### config.mk
export PLATFORM = sky130hd
export DESIGN_NAME = saturn_core
export DESIGN_NICKNAME = d
export VERILOG_FILES = /design/src/source/saturn_pkg.sv /design/src/source/saturn_phase_gen.sv /design/src/source/saturn_fetch.sv /design/src/source/saturn_inst_decoder.sv /design/src/source/saturn_regs.sv /design/src/source/saturn_core.sv
export SDC_FILE = /design/constraint.sdc
export NUM_CORES = 1
export LEC_CHECK = 0
export BUFFER_PORTS_ARGS = -buffer_cell sky130_fd_sc_hd__buf_2
export CORE_ASPECT_RATIO = 0.8
export CORE_MARGIN = 1
export CORE_UTILIZATION = 35
export DETAILED_ROUTE_END_ITERATION = 12
export HOLD_SLACK_MARGIN = 0.05
export PLACE_DENSITY = 0.5
export SYNTH_ARGS = -nofsm -noshare
export SYNTH_HDL_FRONTEND = slang
export SYNTH_SLANG_ARGS = --single-unit
### constraint.sdc
create_clock -name i_clk -period 3.4 [get_ports i_clk]
set_input_delay 0.68 -clock i_clk [delete_from_list [all_inputs] [get_ports i_clk]]
set_output_delay 0.68 -clock i_clk [all_outputs]
set_load 0.02 [all_outputs]
### src/source/saturn_pkg.sv
// ******************************
// saturn_pkg
// shared widths, register selectors, ALU opcodes and
// instruction types for the nibble-serial core
// ******************************

package saturn_pkg;

    // datapath is one nibble wide, addresses count nibbles
    localparam int NIBBLE_W = 4;
    localparam int ADDR_W   = 20;

    // architectural register sizes in bits
    localparam int REG_ST_W = 16;
    localparam int REG_C_W  = 64;

    // operand nibbles that follow the jump opcodes
    localparam int JUMP_REL_NIBBLES = 3;
    localparam int JUMP_ABS_NIBBLES = 5;

    // register selectors for the ALU operand fields
    typedef enum logic [2:0] {
        REG_NONE = 3'd0,
        REG_P    = 3'd1,
        REG_ST   = 3'd2,
        REG_C    = 3'd3,
        REG_IMM  = 3'd4
    } alu_reg_t;

    // only copy is implemented in this core
    typedef enum logic [0:0] {
        OP_NOP  = 1'b0,
        OP_COPY = 1'b1
    } alu_op_t;

    // what the execute pulse applies to
    typedef enum logic [1:0] {
        INSTR_NONE     = 2'd0,
        INSTR_ALU      = 2'd1,
        INSTR_JUMP_REL = 2'd2,
        INSTR_JUMP_ABS = 2'd3
    } instr_type_t;

endpackage

### src/source/saturn_phase_gen.sv
// ******************************
// saturn_phase_gen
// four-phase nibble sequencer, one-hot output
// holds the access phase while the bus waits and parks on halt
// ******************************

`timescale 1ns/1ps

module saturn_phase_gen (
    input  logic       i_clk,
    input  logic       i_reset,
    input  logic       i_bus_busy,
    input  logic       i_halt,
    output logic [3:0] o_phases
);

    logic [1:0] phase_q;
    logic       running;

    always_ff @(posedge i_clk) begin
        if (i_reset) begin
            phase_q <= 2'd0;
            running <= 1'b0;
        end else begin
            // error is sticky, so halt never releases
            running <= !i_halt;
            if (i_halt) begin
                phase_q <= 2'd0;
            end else if (running && !i_bus_busy) begin
                phase_q <= phase_q + 2'd1;
            end
        end
    end

    // no phase is active before the first step or once parked
    assign o_phases = running ? (4'b0001 << phase_q) : 4'b0000;

endmodule

### src/source/saturn_fetch.sv
// ******************************
// saturn_fetch
// program counter and APB read requester, one read per nibble
// loads relative or absolute jump targets on execute
// ******************************

`timescale 1ns/1ps

module saturn_fetch #(
    parameter logic [saturn_pkg::ADDR_W-1:0] RESET_PC = '0
) (
    input  logic                            i_clk,
    input  logic                            i_reset,
    input  logic [3:0]                      i_phases,
    input  logic [saturn_pkg::NIBBLE_W-1:0] i_prdata,
    input  logic                            i_pready,
    input  logic                            i_instr_execute,
    input  saturn_pkg::instr_type_t         i_instr_type,
    input  logic [saturn_pkg::ADDR_W-1:0]   i_instr_pc,
    input  logic [saturn_pkg::ADDR_W-1:0]   i_jump_field,
    output logic [saturn_pkg::ADDR_W-1:0]   o_paddr,
    output logic                            o_psel,
    output logic                            o_penable,
    output logic                            o_bus_busy,
    output logic [saturn_pkg::NIBBLE_W-1:0] o_nibble,
    output logic [saturn_pkg::ADDR_W-1:0]   o_current_pc
);

    import saturn_pkg::*;

    localparam int REL_W = JUMP_REL_NIBBLES * NIBBLE_W;

    logic [ADDR_W-1:0] pc;
    logic [ADDR_W-1:0] rel_target;
    logic [ADDR_W-1:0] jump_target;

    // offset counts from the first offset nibble, just past the opcode
    assign rel_target = i_instr_pc + 20'd1
                      + {{(ADDR_W-REL_W){i_jump_field[REL_W-1]}}, i_jump_field[REL_W-1:0]};

    assign jump_target = (i_instr_type == INSTR_JUMP_ABS) ? i_jump_field : rel_target;

    always_ff @(posedge i_clk) begin
        if (i_reset) begin
            pc <= RESET_PC;
        end else if (i_instr_execute &&
                     (i_instr_type == INSTR_JUMP_REL || i_instr_type == INSTR_JUMP_ABS)) begin
            pc <= jump_target;
        end else if (i_phases[2]) begin
            pc <= pc + 20'd1;
        end
    end

    // returned nibble, taken as the transfer completes
    always_ff @(posedge i_clk) begin
        if (i_phases[1] && i_pready) begin
            o_nibble <= i_prdata;
        end
    end

    // setup in phase 0, access in phase 1, pc is stable across both
    assign o_paddr      = pc;
    assign o_psel       = i_phases[0] | i_phases[1];
    assign o_penable    = i_phases[1];
    assign o_bus_busy   = i_phases[1] & ~i_pready;
    assign o_current_pc = pc;

endmodule

### src/source/saturn_inst_decoder.sv
// ******************************
// saturn_inst_decoder
// assembles instructions from the nibble stream, sets the ALU
// controls and jump field, pulses execute on the last nibble
// unknown opcodes raise a sticky error
// ******************************

`timescale 1ns/1ps

module saturn_inst_decoder (
    input  logic                            i_clk,
    input  logic                            i_reset,
    input  logic [3:0]                      i_phases,
    input  logic [saturn_pkg::NIBBLE_W-1:0] i_nibble,
    input  logic [saturn_pkg::ADDR_W-1:0]   i_current_pc,
    output logic [saturn_pkg::ADDR_W-1:0]   o_instr_pc,
    output saturn_pkg::alu_reg_t            o_alu_reg_dest,
    output saturn_pkg::alu_reg_t            o_alu_reg_src,
    output logic [3:0]                      o_alu_ptr,
    output logic [saturn_pkg::NIBBLE_W-1:0] o_alu_imm,
    output saturn_pkg::alu_op_t             o_alu_opcode,
    output saturn_pkg::instr_type_t         o_instr_type,
    output logic [saturn_pkg::ADDR_W-1:0]   o_jump_field,
    output logic                            o_instr_execute,
    output logic                            o_decoder_error
);

    import saturn_pkg::*;

    logic       decode_started;
    logic       block_2x;
    logic       block_8x;
    logic       block_80x;
    logic       block_80cx;
    logic       block_84x_85x;
    // shared by 6xxx and 8Dxxxxx, length tells them apart
    logic       block_jump;
    logic [2:0] jump_count;
    logic [2:0] jump_len;
    logic       jump_last;

    assign jump_last = (jump_count == jump_len - 3'd1);

    always_ff @(posedge i_clk) begin
        if (i_reset) begin
            decode_started  <= 1'b0;
            block_2x        <= 1'b0;
            block_8x        <= 1'b0;
            block_80x       <= 1'b0;
            block_80cx      <= 1'b0;
            block_84x_85x   <= 1'b0;
            block_jump      <= 1'b0;
            jump_count      <= 3'd0;
            o_alu_reg_dest  <= REG_NONE;
            o_alu_reg_src   <= REG_NONE;
            o_alu_opcode    <= OP_NOP;
            o_instr_type    <= INSTR_NONE;
            o_instr_execute <= 1'b0;
            o_decoder_error <= 1'b0;
        end else begin
            // one clock wide, lands on phase 3
            o_instr_execute <= 1'b0;

            // start address of the next instruction
            if (i_phases[1] && !decode_started) begin
                o_instr_pc <= i_current_pc;
            end

            if (i_phases[2]) begin
                if (!decode_started) begin
                    case (i_nibble)
                        4'h2: begin
                            block_2x       <= 1'b1;
                            decode_started <= 1'b1;
                        end
                        4'h6: begin
                            block_jump     <= 1'b1;
                            jump_len       <= 3'(JUMP_REL_NIBBLES);
                            jump_count     <= 3'd0;
                            o_jump_field   <= '0;
                            o_instr_type   <= INSTR_JUMP_REL;
                            decode_started <= 1'b1;
                        end
                        4'h8: begin
                            block_8x       <= 1'b1;
                            decode_started <= 1'b1;
                        end
                        default: o_decoder_error <= 1'b1;
                    endcase
                end else if (block_2x) begin
                    // P=n
                    o_alu_reg_dest  <= REG_P;
                    o_alu_reg_src   <= REG_IMM;
                    o_alu_imm       <= i_nibble;
                    o_alu_opcode    <= OP_COPY;
                    o_instr_type    <= INSTR_ALU;
                    o_instr_execute <= 1'b1;
                    block_2x        <= 1'b0;
                    decode_started  <= 1'b0;
                end else if (block_jump) begin
                    // operand nibbles come in lsb first
                    o_jump_field[{jump_count, 2'b00} +: NIBBLE_W] <= i_nibble;
                    jump_count <= jump_count + 3'd1;
                    if (jump_last) begin
                        o_instr_execute <= 1'b1;
                        block_jump      <= 1'b0;
                        decode_started  <= 1'b0;
                    end
                end else if (block_8x) begin
                    block_8x <= 1'b0;
                    case (i_nibble)
                        4'h0: block_80x <= 1'b1;
                        4'h4, 4'h5: begin
                            // ST=0 n or ST=1 n, value is the low opcode bit
                            o_alu_reg_dest <= REG_ST;
                            o_alu_reg_src  <= REG_IMM;
                            o_alu_imm      <= {3'b000, i_nibble[0]};
                            o_alu_opcode   <= OP_COPY;
                            o_instr_type   <= INSTR_ALU;
                            block_84x_85x  <= 1'b1;
                        end
                        4'hD: begin
                            block_jump   <= 1'b1;
                            jump_len     <= 3'(JUMP_ABS_NIBBLES);
                            jump_count   <= 3'd0;
                            o_jump_field <= '0;
                            o_instr_type <= INSTR_JUMP_ABS;
                        end
                        default: begin
                            o_decoder_error <= 1'b1;
                            decode_started  <= 1'b0;
                        end
                    endcase
                end else if (block_80x) begin
                    block_80x <= 1'b0;
                    if (i_nibble == 4'hC) begin
                        block_80cx <= 1'b1;
                    end else begin
                        o_decoder_error <= 1'b1;
                        decode_started  <= 1'b0;
                    end
                end else if (block_80cx) begin
                    // C=P n, the nibble picks the target field of C
                    o_alu_reg_dest  <= REG_C;
                    o_alu_reg_src   <= REG_P;
                    o_alu_ptr       <= i_nibble;
                    o_alu_opcode    <= OP_COPY;
                    o_instr_type    <= INSTR_ALU;
                    o_instr_execute <= 1'b1;
                    block_80cx      <= 1'b0;
                    decode_started  <= 1'b0;
                end else if (block_84x_85x) begin
                    // status bit number, controls already set
                    o_alu_ptr       <= i_nibble;
                    o_instr_execute <= 1'b1;
                    block_84x_85x   <= 1'b0;
                    decode_started  <= 1'b0;
                end
            end
        end
    end

endmodule

### src/source/saturn_regs.sv
// ******************************
// saturn_regs
// P, ST and C registers, executes decoded copy operations
// ******************************

`timescale 1ns/1ps

module saturn_regs (
    input  logic                            i_clk,
    input  logic                            i_reset,
    input  logic                            i_execute,
    input  saturn_pkg::instr_type_t         i_instr_type,
    input  saturn_pkg::alu_reg_t            i_alu_reg_dest,
    input  saturn_pkg::alu_reg_t            i_alu_reg_src,
    input  logic [3:0]                      i_alu_ptr,
    input  logic [saturn_pkg::NIBBLE_W-1:0] i_alu_imm,
    input  saturn_pkg::alu_op_t             i_alu_opcode,
    output logic [saturn_pkg::NIBBLE_W-1:0] o_reg_p,
    output logic [saturn_pkg::REG_ST_W-1:0] o_reg_st,
    output logic [saturn_pkg::REG_C_W-1:0]  o_reg_c
);

    import saturn_pkg::*;

    logic [NIBBLE_W-1:0] src_value;
    logic                do_copy;

    // source operand, only P and the immediate feed copies here
    always_comb begin
        case (i_alu_reg_src)
            REG_IMM: src_value = i_alu_imm;
            REG_P:   src_value = o_reg_p;
            default: src_value = '0;
        endcase
    end

    assign do_copy = i_execute && (i_instr_type == INSTR_ALU) && (i_alu_opcode == OP_COPY);

    always_ff @(posedge i_clk) begin
        if (i_reset) begin
            o_reg_p  <= '0;
            o_reg_st <= '0;
            o_reg_c  <= '0;
        end else if (do_copy) begin
            case (i_alu_reg_dest)
                REG_P: begin
                    o_reg_p <= src_value;
                end
                REG_ST: begin
                    o_reg_st[i_alu_ptr] <= src_value[0];
                end
                REG_C: begin
                    // pointer selects one nibble of the 16 in C
                    o_reg_c[{i_alu_ptr, 2'b00} +: NIBBLE_W] <= src_value;
                end
                default: begin
                    o_reg_p <= o_reg_p;
                end
            endcase
        end
    end

endmodule

### src/source/saturn_core.sv
// ******************************
// saturn_core
// nibble-serial front end: sequencer, fetch over APB,
// decoder and register unit
// ******************************

`timescale 1ns/1ps

module saturn_core #(
    parameter logic [saturn_pkg::ADDR_W-1:0] RESET_PC = '0
) (
    input  logic                            i_clk,
    input  logic                            i_reset,
    // APB requester, read only
    output logic [saturn_pkg::ADDR_W-1:0]   o_paddr,
    output logic                            o_psel,
    output logic                            o_penable,
    input  logic [saturn_pkg::NIBBLE_W-1:0] i_prdata,
    input  logic                            i_pready,
    // observation
    output logic                            o_instr_done,
    output logic [saturn_pkg::ADDR_W-1:0]   o_instr_pc,
    output logic [saturn_pkg::NIBBLE_W-1:0] o_reg_p,
    output logic [saturn_pkg::REG_ST_W-1:0] o_reg_st,
    output logic [saturn_pkg::REG_C_W-1:0]  o_reg_c,
    output logic                            o_error
);

    import saturn_pkg::*;

    logic [3:0]          phases;
    logic                bus_busy;
    logic [NIBBLE_W-1:0] nibble;
    logic [ADDR_W-1:0]   current_pc;
    logic [ADDR_W-1:0]   instr_pc;
    alu_reg_t            alu_reg_dest;
    alu_reg_t            alu_reg_src;
    logic [3:0]          alu_ptr;
    logic [NIBBLE_W-1:0] alu_imm;
    alu_op_t             alu_opcode;
    instr_type_t         instr_type;
    logic [ADDR_W-1:0]   jump_field;
    logic                instr_execute;
    logic                decoder_error;

    saturn_phase_gen u_phase_gen (
        .i_clk      (i_clk),
        .i_reset    (i_reset),
        .i_bus_busy (bus_busy),
        .i_halt     (decoder_error),
        .o_phases   (phases)
    );

    saturn_fetch #(
        .RESET_PC (RESET_PC)
    ) u_fetch (
        .i_clk           (i_clk),
        .i_reset         (i_reset),
        .i_phases        (phases),
        .i_prdata        (i_prdata),
        .i_pready        (i_pready),
        .i_instr_execute (instr_execute),
        .i_instr_type    (instr_type),
        .i_instr_pc      (instr_pc),
        .i_jump_field    (jump_field),
        .o_paddr         (o_paddr),
        .o_psel          (o_psel),
        .o_penable       (o_penable),
        .o_bus_busy      (bus_busy),
        .o_nibble        (nibble),
        .o_current_pc    (current_pc)
    );

    saturn_inst_decoder u_decoder (
        .i_clk           (i_clk),
        .i_reset         (i_reset),
        .i_phases        (phases),
        .i_nibble        (nibble),
        .i_current_pc    (current_pc),
        .o_instr_pc      (instr_pc),
        .o_alu_reg_dest  (alu_reg_dest),
        .o_alu_reg_src   (alu_reg_src),
        .o_alu_ptr       (alu_ptr),
        .o_alu_imm       (alu_imm),
        .o_alu_opcode    (alu_opcode),
        .o_instr_type    (instr_type),
        .o_jump_field    (jump_field),
        .o_instr_execute (instr_execute),
        .o_decoder_error (decoder_error)
    );

    saturn_regs u_regs (
        .i_clk          (i_clk),
        .i_reset        (i_reset),
        .i_execute      (instr_execute),
        .i_instr_type   (instr_type),
        .i_alu_reg_dest (alu_reg_dest),
        .i_alu_reg_src  (alu_reg_src),
        .i_alu_ptr      (alu_ptr),
        .i_alu_imm      (alu_imm),
        .i_alu_opcode   (alu_opcode),
        .o_reg_p        (o_reg_p),
        .o_reg_st       (o_reg_st),
        .o_reg_c        (o_reg_c)
    );

    // execute pulse doubles as the completion strobe
    assign o_instr_done = instr_execute;
    assign o_instr_pc   = instr_pc;
    assign o_error      = decoder_error;

endmodule

-- Word-level counts from Yosys, hierarchy flattened
Cells that the tools add are included.
- $mul: 0
- magnitude comparators: 2
- mux-type cells: 105
- $add $sub $neg: 8
- bitwise operators: 10
- shifts and indexed selects: 5
- reduce and logical (&&, ||, !) cells: 43
- equal/unequal tests: 38
- div/mod/pow operators: 0
- operator list (kind ; number):
    20-bit two-way mux ; 9
    3-bit two-way mux ; 25
    64-bit bitwise mux ; 1
    4-bit by 8-bit variable shift with 64-bit output (first input constant) ; 1
    4-bit by 8-bit variable part select with 64-bit output ; 1
    1-bit two-way mux ; 52
    20-bit by 1-bit adder with 20-bit output (second input constant) ; 2
    6-bit AND reduction ; 5
    4-bit two-way mux ; 6
    7-bit AND reduction ; 3
    20-bit adder ; 1
    20-bit bitwise mux ; 1
    4-bit by 7-bit variable shift with 20-bit output (first input constant) ; 1
    4-bit by 7-bit variable part select with 20-bit output ; 1
    3-bit inequality test (second input constant) ; 6
    16-bit bitwise mux ; 1
    2-bit two-way mux ; 7
    2-bit inequality test (second input constant) ; 7
    2-bit nonzero test ; 7
    4-bit by 3-bit == test with 1-bit output (second input constant) ; 3
    4-bit == test (second input constant) ; 3
    2-bit AND reduction ; 5
    5-bit AND reduction ; 2
    2-bit by 1-bit inequality test with 1-bit output (second input constant) ; 4
    other kinds (36) ; 57
- RAM bits: 0
- output and inout bits: 128
- latch bits: 0
- memories kept: 0
- input bits: 7
- ROM bits: 0
- flip-flop bits (word level): 183
- word-level logic and storage cells: 237

-- Depth between registers and ports, before layout
- depth in word-level cells: 7
- gate-level depth with buffers: 10
- gate-level depth less buffers: 10

-- By module
Synthesis repeated with hierarchy kept, for this count alone.
- cells, all modules: 978
- area, all modules: 9419.0 µm²
- by module, submodules not included (module ; area an instance (µm²) ; instances ; seq. area each (µm²) ; cells an instance):
    saturn_regs ; 3732.3 ; 1 ; 1681.6 ; 384
    saturn_inst_decoder ; 3049.2 ; 1 ; 1881.8 ; 257
    saturn_fetch ; 2448.6 ; 1 ; 520.5 ; 318
    saturn_phase_gen ; 188.9 ; 1 ; 60.1 ; 19

-- Least setup slack after synthesis
Ideal clock, no wire load.
- path kind: reg-to-reg
- start point: register u_fetch.o_nibble[0] (netlist bit)
- end point: register u_decoder.o_jump_field[0] (netlist bit), enable pin
- arrival time: 2.100 ns
- setup time: 0.397 ns
- buffers on the path: 1
- stages on the path, launching flop included: 7
- period minus slack after synthesis: 2.497 ns
- required time: 3.003 ns
- slack: 0.903 ns
- cells stage by stage: edfxtp_1 -> buf_6 -> nor3b_2 -> nand3_1 -> a21oi_4 -> o21ai_2 -> nor2_1
- cells in the longest elaborated chain, start to end: 3
- elaborated cells between the ends (all ways): 5
- classes of those cells: eq/ne (3); reduce/logical (2)
- RTL lines (element ; RTL line ; source):
    start, declared ; saturn_fetch.sv:25 ; output logic [saturn_pkg::NIBBLE_W-1:0] o_nibble,
    start signal, assigned ; saturn_fetch.sv:57 ; o_nibble <= i_prdata;
    4-bit == test or 4-bit by 3-bit == test with 1-bit output (tied branches) ; saturn_inst_decoder.sv:111, saturn_inst_decoder.sv:71 ;
    3-bit inequality test (no line) or 2-bit nonzero test (tied branches) ; -- ;
    6-bit AND reduction (no line) (*) ; -- ;
    end signal, assigned by index ; saturn_inst_decoder.sv:102 ; o_jump_field[{jump_count, 2'b00} +: NIBBLE_W] <= i_nibble;
    end, declared ; saturn_inst_decoder.sv:23 ; output logic [saturn_pkg::ADDR_W-1:0] o_jump_field,
Mark *: on every way between the ends. The rest lies on a longest branch, timed or not.
A chain may end at the register's enable or synchronous reset.

-- Final worst setup path
- start point: register u_phase_gen.phase_q[0]
- end point: register u_decoder.o_alu_ptr[2], enable pin
- cells in the longest elaborated chain, start to end: 3
- RTL lines (element ; RTL line ; source):
    start, declared ; saturn_phase_gen.sv:17 ; logic [1:0] phase_q;
    start signal, assigned ; saturn_phase_gen.sv:30 ; phase_q <= phase_q + 2'd1;
    1-bit by 2-bit left shift with 3-bit output ; saturn_phase_gen.sv:36 ; assign o_phases = running ? (4'b0001 << phase_q) : 4'b0000;
    3-bit two-way mux ; saturn_phase_gen.sv:36 ;
    8-bit AND reduction (no line) ; -- ;
    end signal, assigned ; saturn_inst_decoder.sv:146 ; o_alu_ptr <= i_nibble;
    end signal, assigned ; saturn_inst_decoder.sv:154 ; o_alu_ptr <= i_nibble;
    end, declared ; saturn_inst_decoder.sv:19 ; output logic [3:0] o_alu_ptr,
No other way between the ends.

==> results.ini <==
[timing]
fin_crit_ns=2.60
report.final.slew_viol_count=0
fin_ws_ns=0.798
finalHoldViolations=0
fin_skew_ns=0.0122
finalSetupTns_ns=0
setup-violations-final=0
rsz0062_at_grt=no
clock.fmax_mhz=384
finalCritPeriodShare_pct=76.5
max-slew-margin-rel_pct=36.3
max_slew.worst_pin.slew_ns=0.955

[worst_hold_path]
min_to=u_fetch.o_nibble[3]$_DFFE_PP_
holdCritStartpoint=i_prdata[3]
whs_path_depth=1
holdCritPathClass=in -> reg

[cells_and_area]
drive_gt1_share_pct=18.6
antenna_cells=0
area_growth_pct=16.5
nets=1165
postLayoutCellArea_um2=10700
fillers=2633

[placed_design]
place_area_um2=10100
place.gp.congestion=0.890
dp_slack_ns=0.833
port-buffer-count=134
hpwl_um=19100

[route]
totalWireLength_um=26600
drtIter0Drc=614
final_antenna_net_count=0
drt_drc_violations_left=0
dr.pass1.iters=5
wl_per_cell_um=17.9
routed-via-count=7790
vias_per_cell=5.24

[worst_setup_path]
critPathSlowestCell=and2_1
ff2ff_path_depth=7
reg2reg_from=u_phase_gen.phase_q[0]$_SDFFE_PP0P_
crit_start=u_phase_gen.phase_q[0]$_SDFFE_PP0P_
start_kind=flop
reg2reg_slack_ns=0.80
critPathCaptureType=flop
path_cells=inv_1 -> ha_1 -> and2_1 -> nand2_4 -> or3_1 -> nor4_1 -> buf_4
r2r-end=u_decoder.o_alu_ptr[2]$_DFFE_PP_
path_delay_family=simple AND/OR/NAND/NOR gates
cp.arrival_ns=2.76
cp_data_required_time_ns=3.56
worst-path-buf-inv=2
path_class=reg -> reg
cpPeakStageDelay_ns=0.63
path_max_fanout=12

[global_routing]
antenna_found_initial=0
grt_pass1_wl_um=41600
grtUsageTotal_pct=20.1
grt_pass1_vias=7175
grt-ovfl-total=0
grt_max_degree=90

[die]
rows=52
ios=135
die_h_um=147
die_area_um2=26900
core_um2=25500
start_util_pct=36.0
die_w_um=183

[power]
internal-power_mw=3.42
powerDensity_nw_per_um2=416
switchingPower_mw=1.03
p_clk_share_pct=45.0
switching_share_pct=23.2
ir_drop_mv=0.357
seq_power_share_pct=50.6
cellLeakagePower_nw=4.26
power_frac_comb_pct=4.4

[synthesis]
ys_ff_latch=180
synth_area_leaders=dfxtp_1, edfxtp_1, a21oi_1
synth-edff-count=54
synth.most_common_cell=dfxtp_1
synthArstFlopShare_pct=0
synth_top_area_cell=dfxtp_1
mappedNetlistArea_um2=9180
synth_cells=1015
yosys_warnings=0
syn_nets=1057
synth.distinct_cells=79
syn_avg_cell_area_um2=9.05
synth_common_cells=dfxtp_1, nand2_1, a21oi_1
synth_flop_cell=dfxtp_1
yosysSeqAreaShare_pct=45.1
synth_top_area_share_pct=27.5

[clock_tree]
htreeDepth=4
clk_path_buf_depth=2
clock_sinks=180
cts_buffers=17
clockRootBuffer=clkbuf_16
cts_resized=0
cts.reportedPaths.clkPinSlew_ns=0.07
clock_latency_ns=0.44
cts_setup_buffers=0
holdBufCountCts=0
cts_tree=yes

[run_status]
status=completed

[flow_run]
maxCapViolCount=0

worst register-to-register path, stage by stage, from the launching register on:
cell and delay [ns]:
dfxtp_1 0.31, inv_1 0.11, ha_1 0.19, and2_1 0.63, nand2_4 0.12, or3_1 0.44, nor4_1 0.33, buf_4 0.20
layout make-up:
type                    count  area [µm²]  share of cell area [%]
clock buffers              23         542                    5.06
clock inverters             8        57.6                   0.538
inverters                  27         101                   0.947
multi-input cells         746        4610                    43.1
flip-flops and latches    180        4140                    38.7
well taps                 351         439                    4.10
repair buffers            151         801                    7.48
how the worst max path moves through the flow:
stage,depth (start not counted),to
after floorplan,6,u_decoder.o_jump_field[0]$_SDFFCE_PN0P_
after global placement,7,u_decoder.o_alu_ptr[1]$_DFFE_PP_
after detailed placement,7,u_decoder.o_alu_ptr[3]$_DFFE_PP_
after CTS,7,u_decoder.o_alu_ptr[2]$_DFFE_PP_
after global routing,7,u_decoder.o_alu_ptr[2]$_DFFE_PP_
final,7,u_decoder.o_alu_ptr[2]$_DFFE_PP_
stage by stage:
stage	util (%)	instances	power (mW)	hold WS, ns
floorplan	-	1015	2.43	0.428
global placement	39.6	1455	2.50	0.441
detailed placement	39.6	1455	2.49	0.445
CTS	41.9	1486	4.50	0.390
global route	41.9	1486	4.61	0.397
finish	41.9	1486	4.45	0.415
layer usage:
metal	vias to the layer above	track usage [%]	part of all wire, %
li1	3849	-	-
met5	-	0	0
met2	220	27.1	41
met4	0	4.96	0.80
met3	18	3.79	6.0
met1	3703	32.0	52
sequential cells by signal, indices dropped and copies added (netlist names), 2 cells and up:
name	count
u_fetch.o_current_pc	20
u_decoder.o_alu_imm	4
u_regs.o_reg_p	4
u_decoder.o_jump_field	20
u_decoder.o_alu_reg_src	2
u_decoder.o_instr_type	2
u_regs.o_reg_c	64
u_decoder.jump_len	2
u_decoder.o_instr_pc	20
u_regs.o_reg_st	16
u_phase_gen.phase_q	2
u_decoder.o_alu_reg_dest	2
u_decoder.o_alu_ptr	4
u_fetch.o_nibble	4
u_decoder.jump_count	3
placed cells by master (no fill, tap or decap), drive strengths merged, types with 3 or more instances in the layout:
master	count
o21ai	29
dfxtp	126
and2	18
or3	4
xor2	15
edfxtp	54
o31ai	5
ha	34
nor3	30
clkbuf	23
mux2i	47
nor2	96
xnor2	21
a311oi	5
nand2b	8
o221ai	12
a21oi	101
and3	14
nor2b	6
o21a	6
inv	30
clkinv	5
a211oi	13
nand2	128
o21bai	3
and4	5
a31oi	7
a21o	7
nor3b	4
nand4	15
nand3	74
nor4b	4
buf	151
a22oi	4
logic make-up after synthesis:
logic type,Yosys count,share of synthesized area [%]
multiplexers,48,5.25
AND/OR/NAND/NOR,414,22.0
XOR/XNOR,36,3.52
flip-flops,180,45.1
buffers and inverters,89,4.62
adder cells (fa/ha/maj),35,4.85
AO/OA/AOI/OAI,213,14.7
power groups by stage:
stage | clock (mW) | combinational (mW) | sequential (mW)
floorplan | 0 | 0.139 | 2.29
global placement | 0 | 0.199 | 2.30
detailed placement | 0 | 0.196 | 2.30
CTS | 2.06 | 0.198 | 2.25
global route | 2.14 | 0.218 | 2.25
finish | 2.00 | 0.197 | 2.25
(Power assumes the default switching activity.)
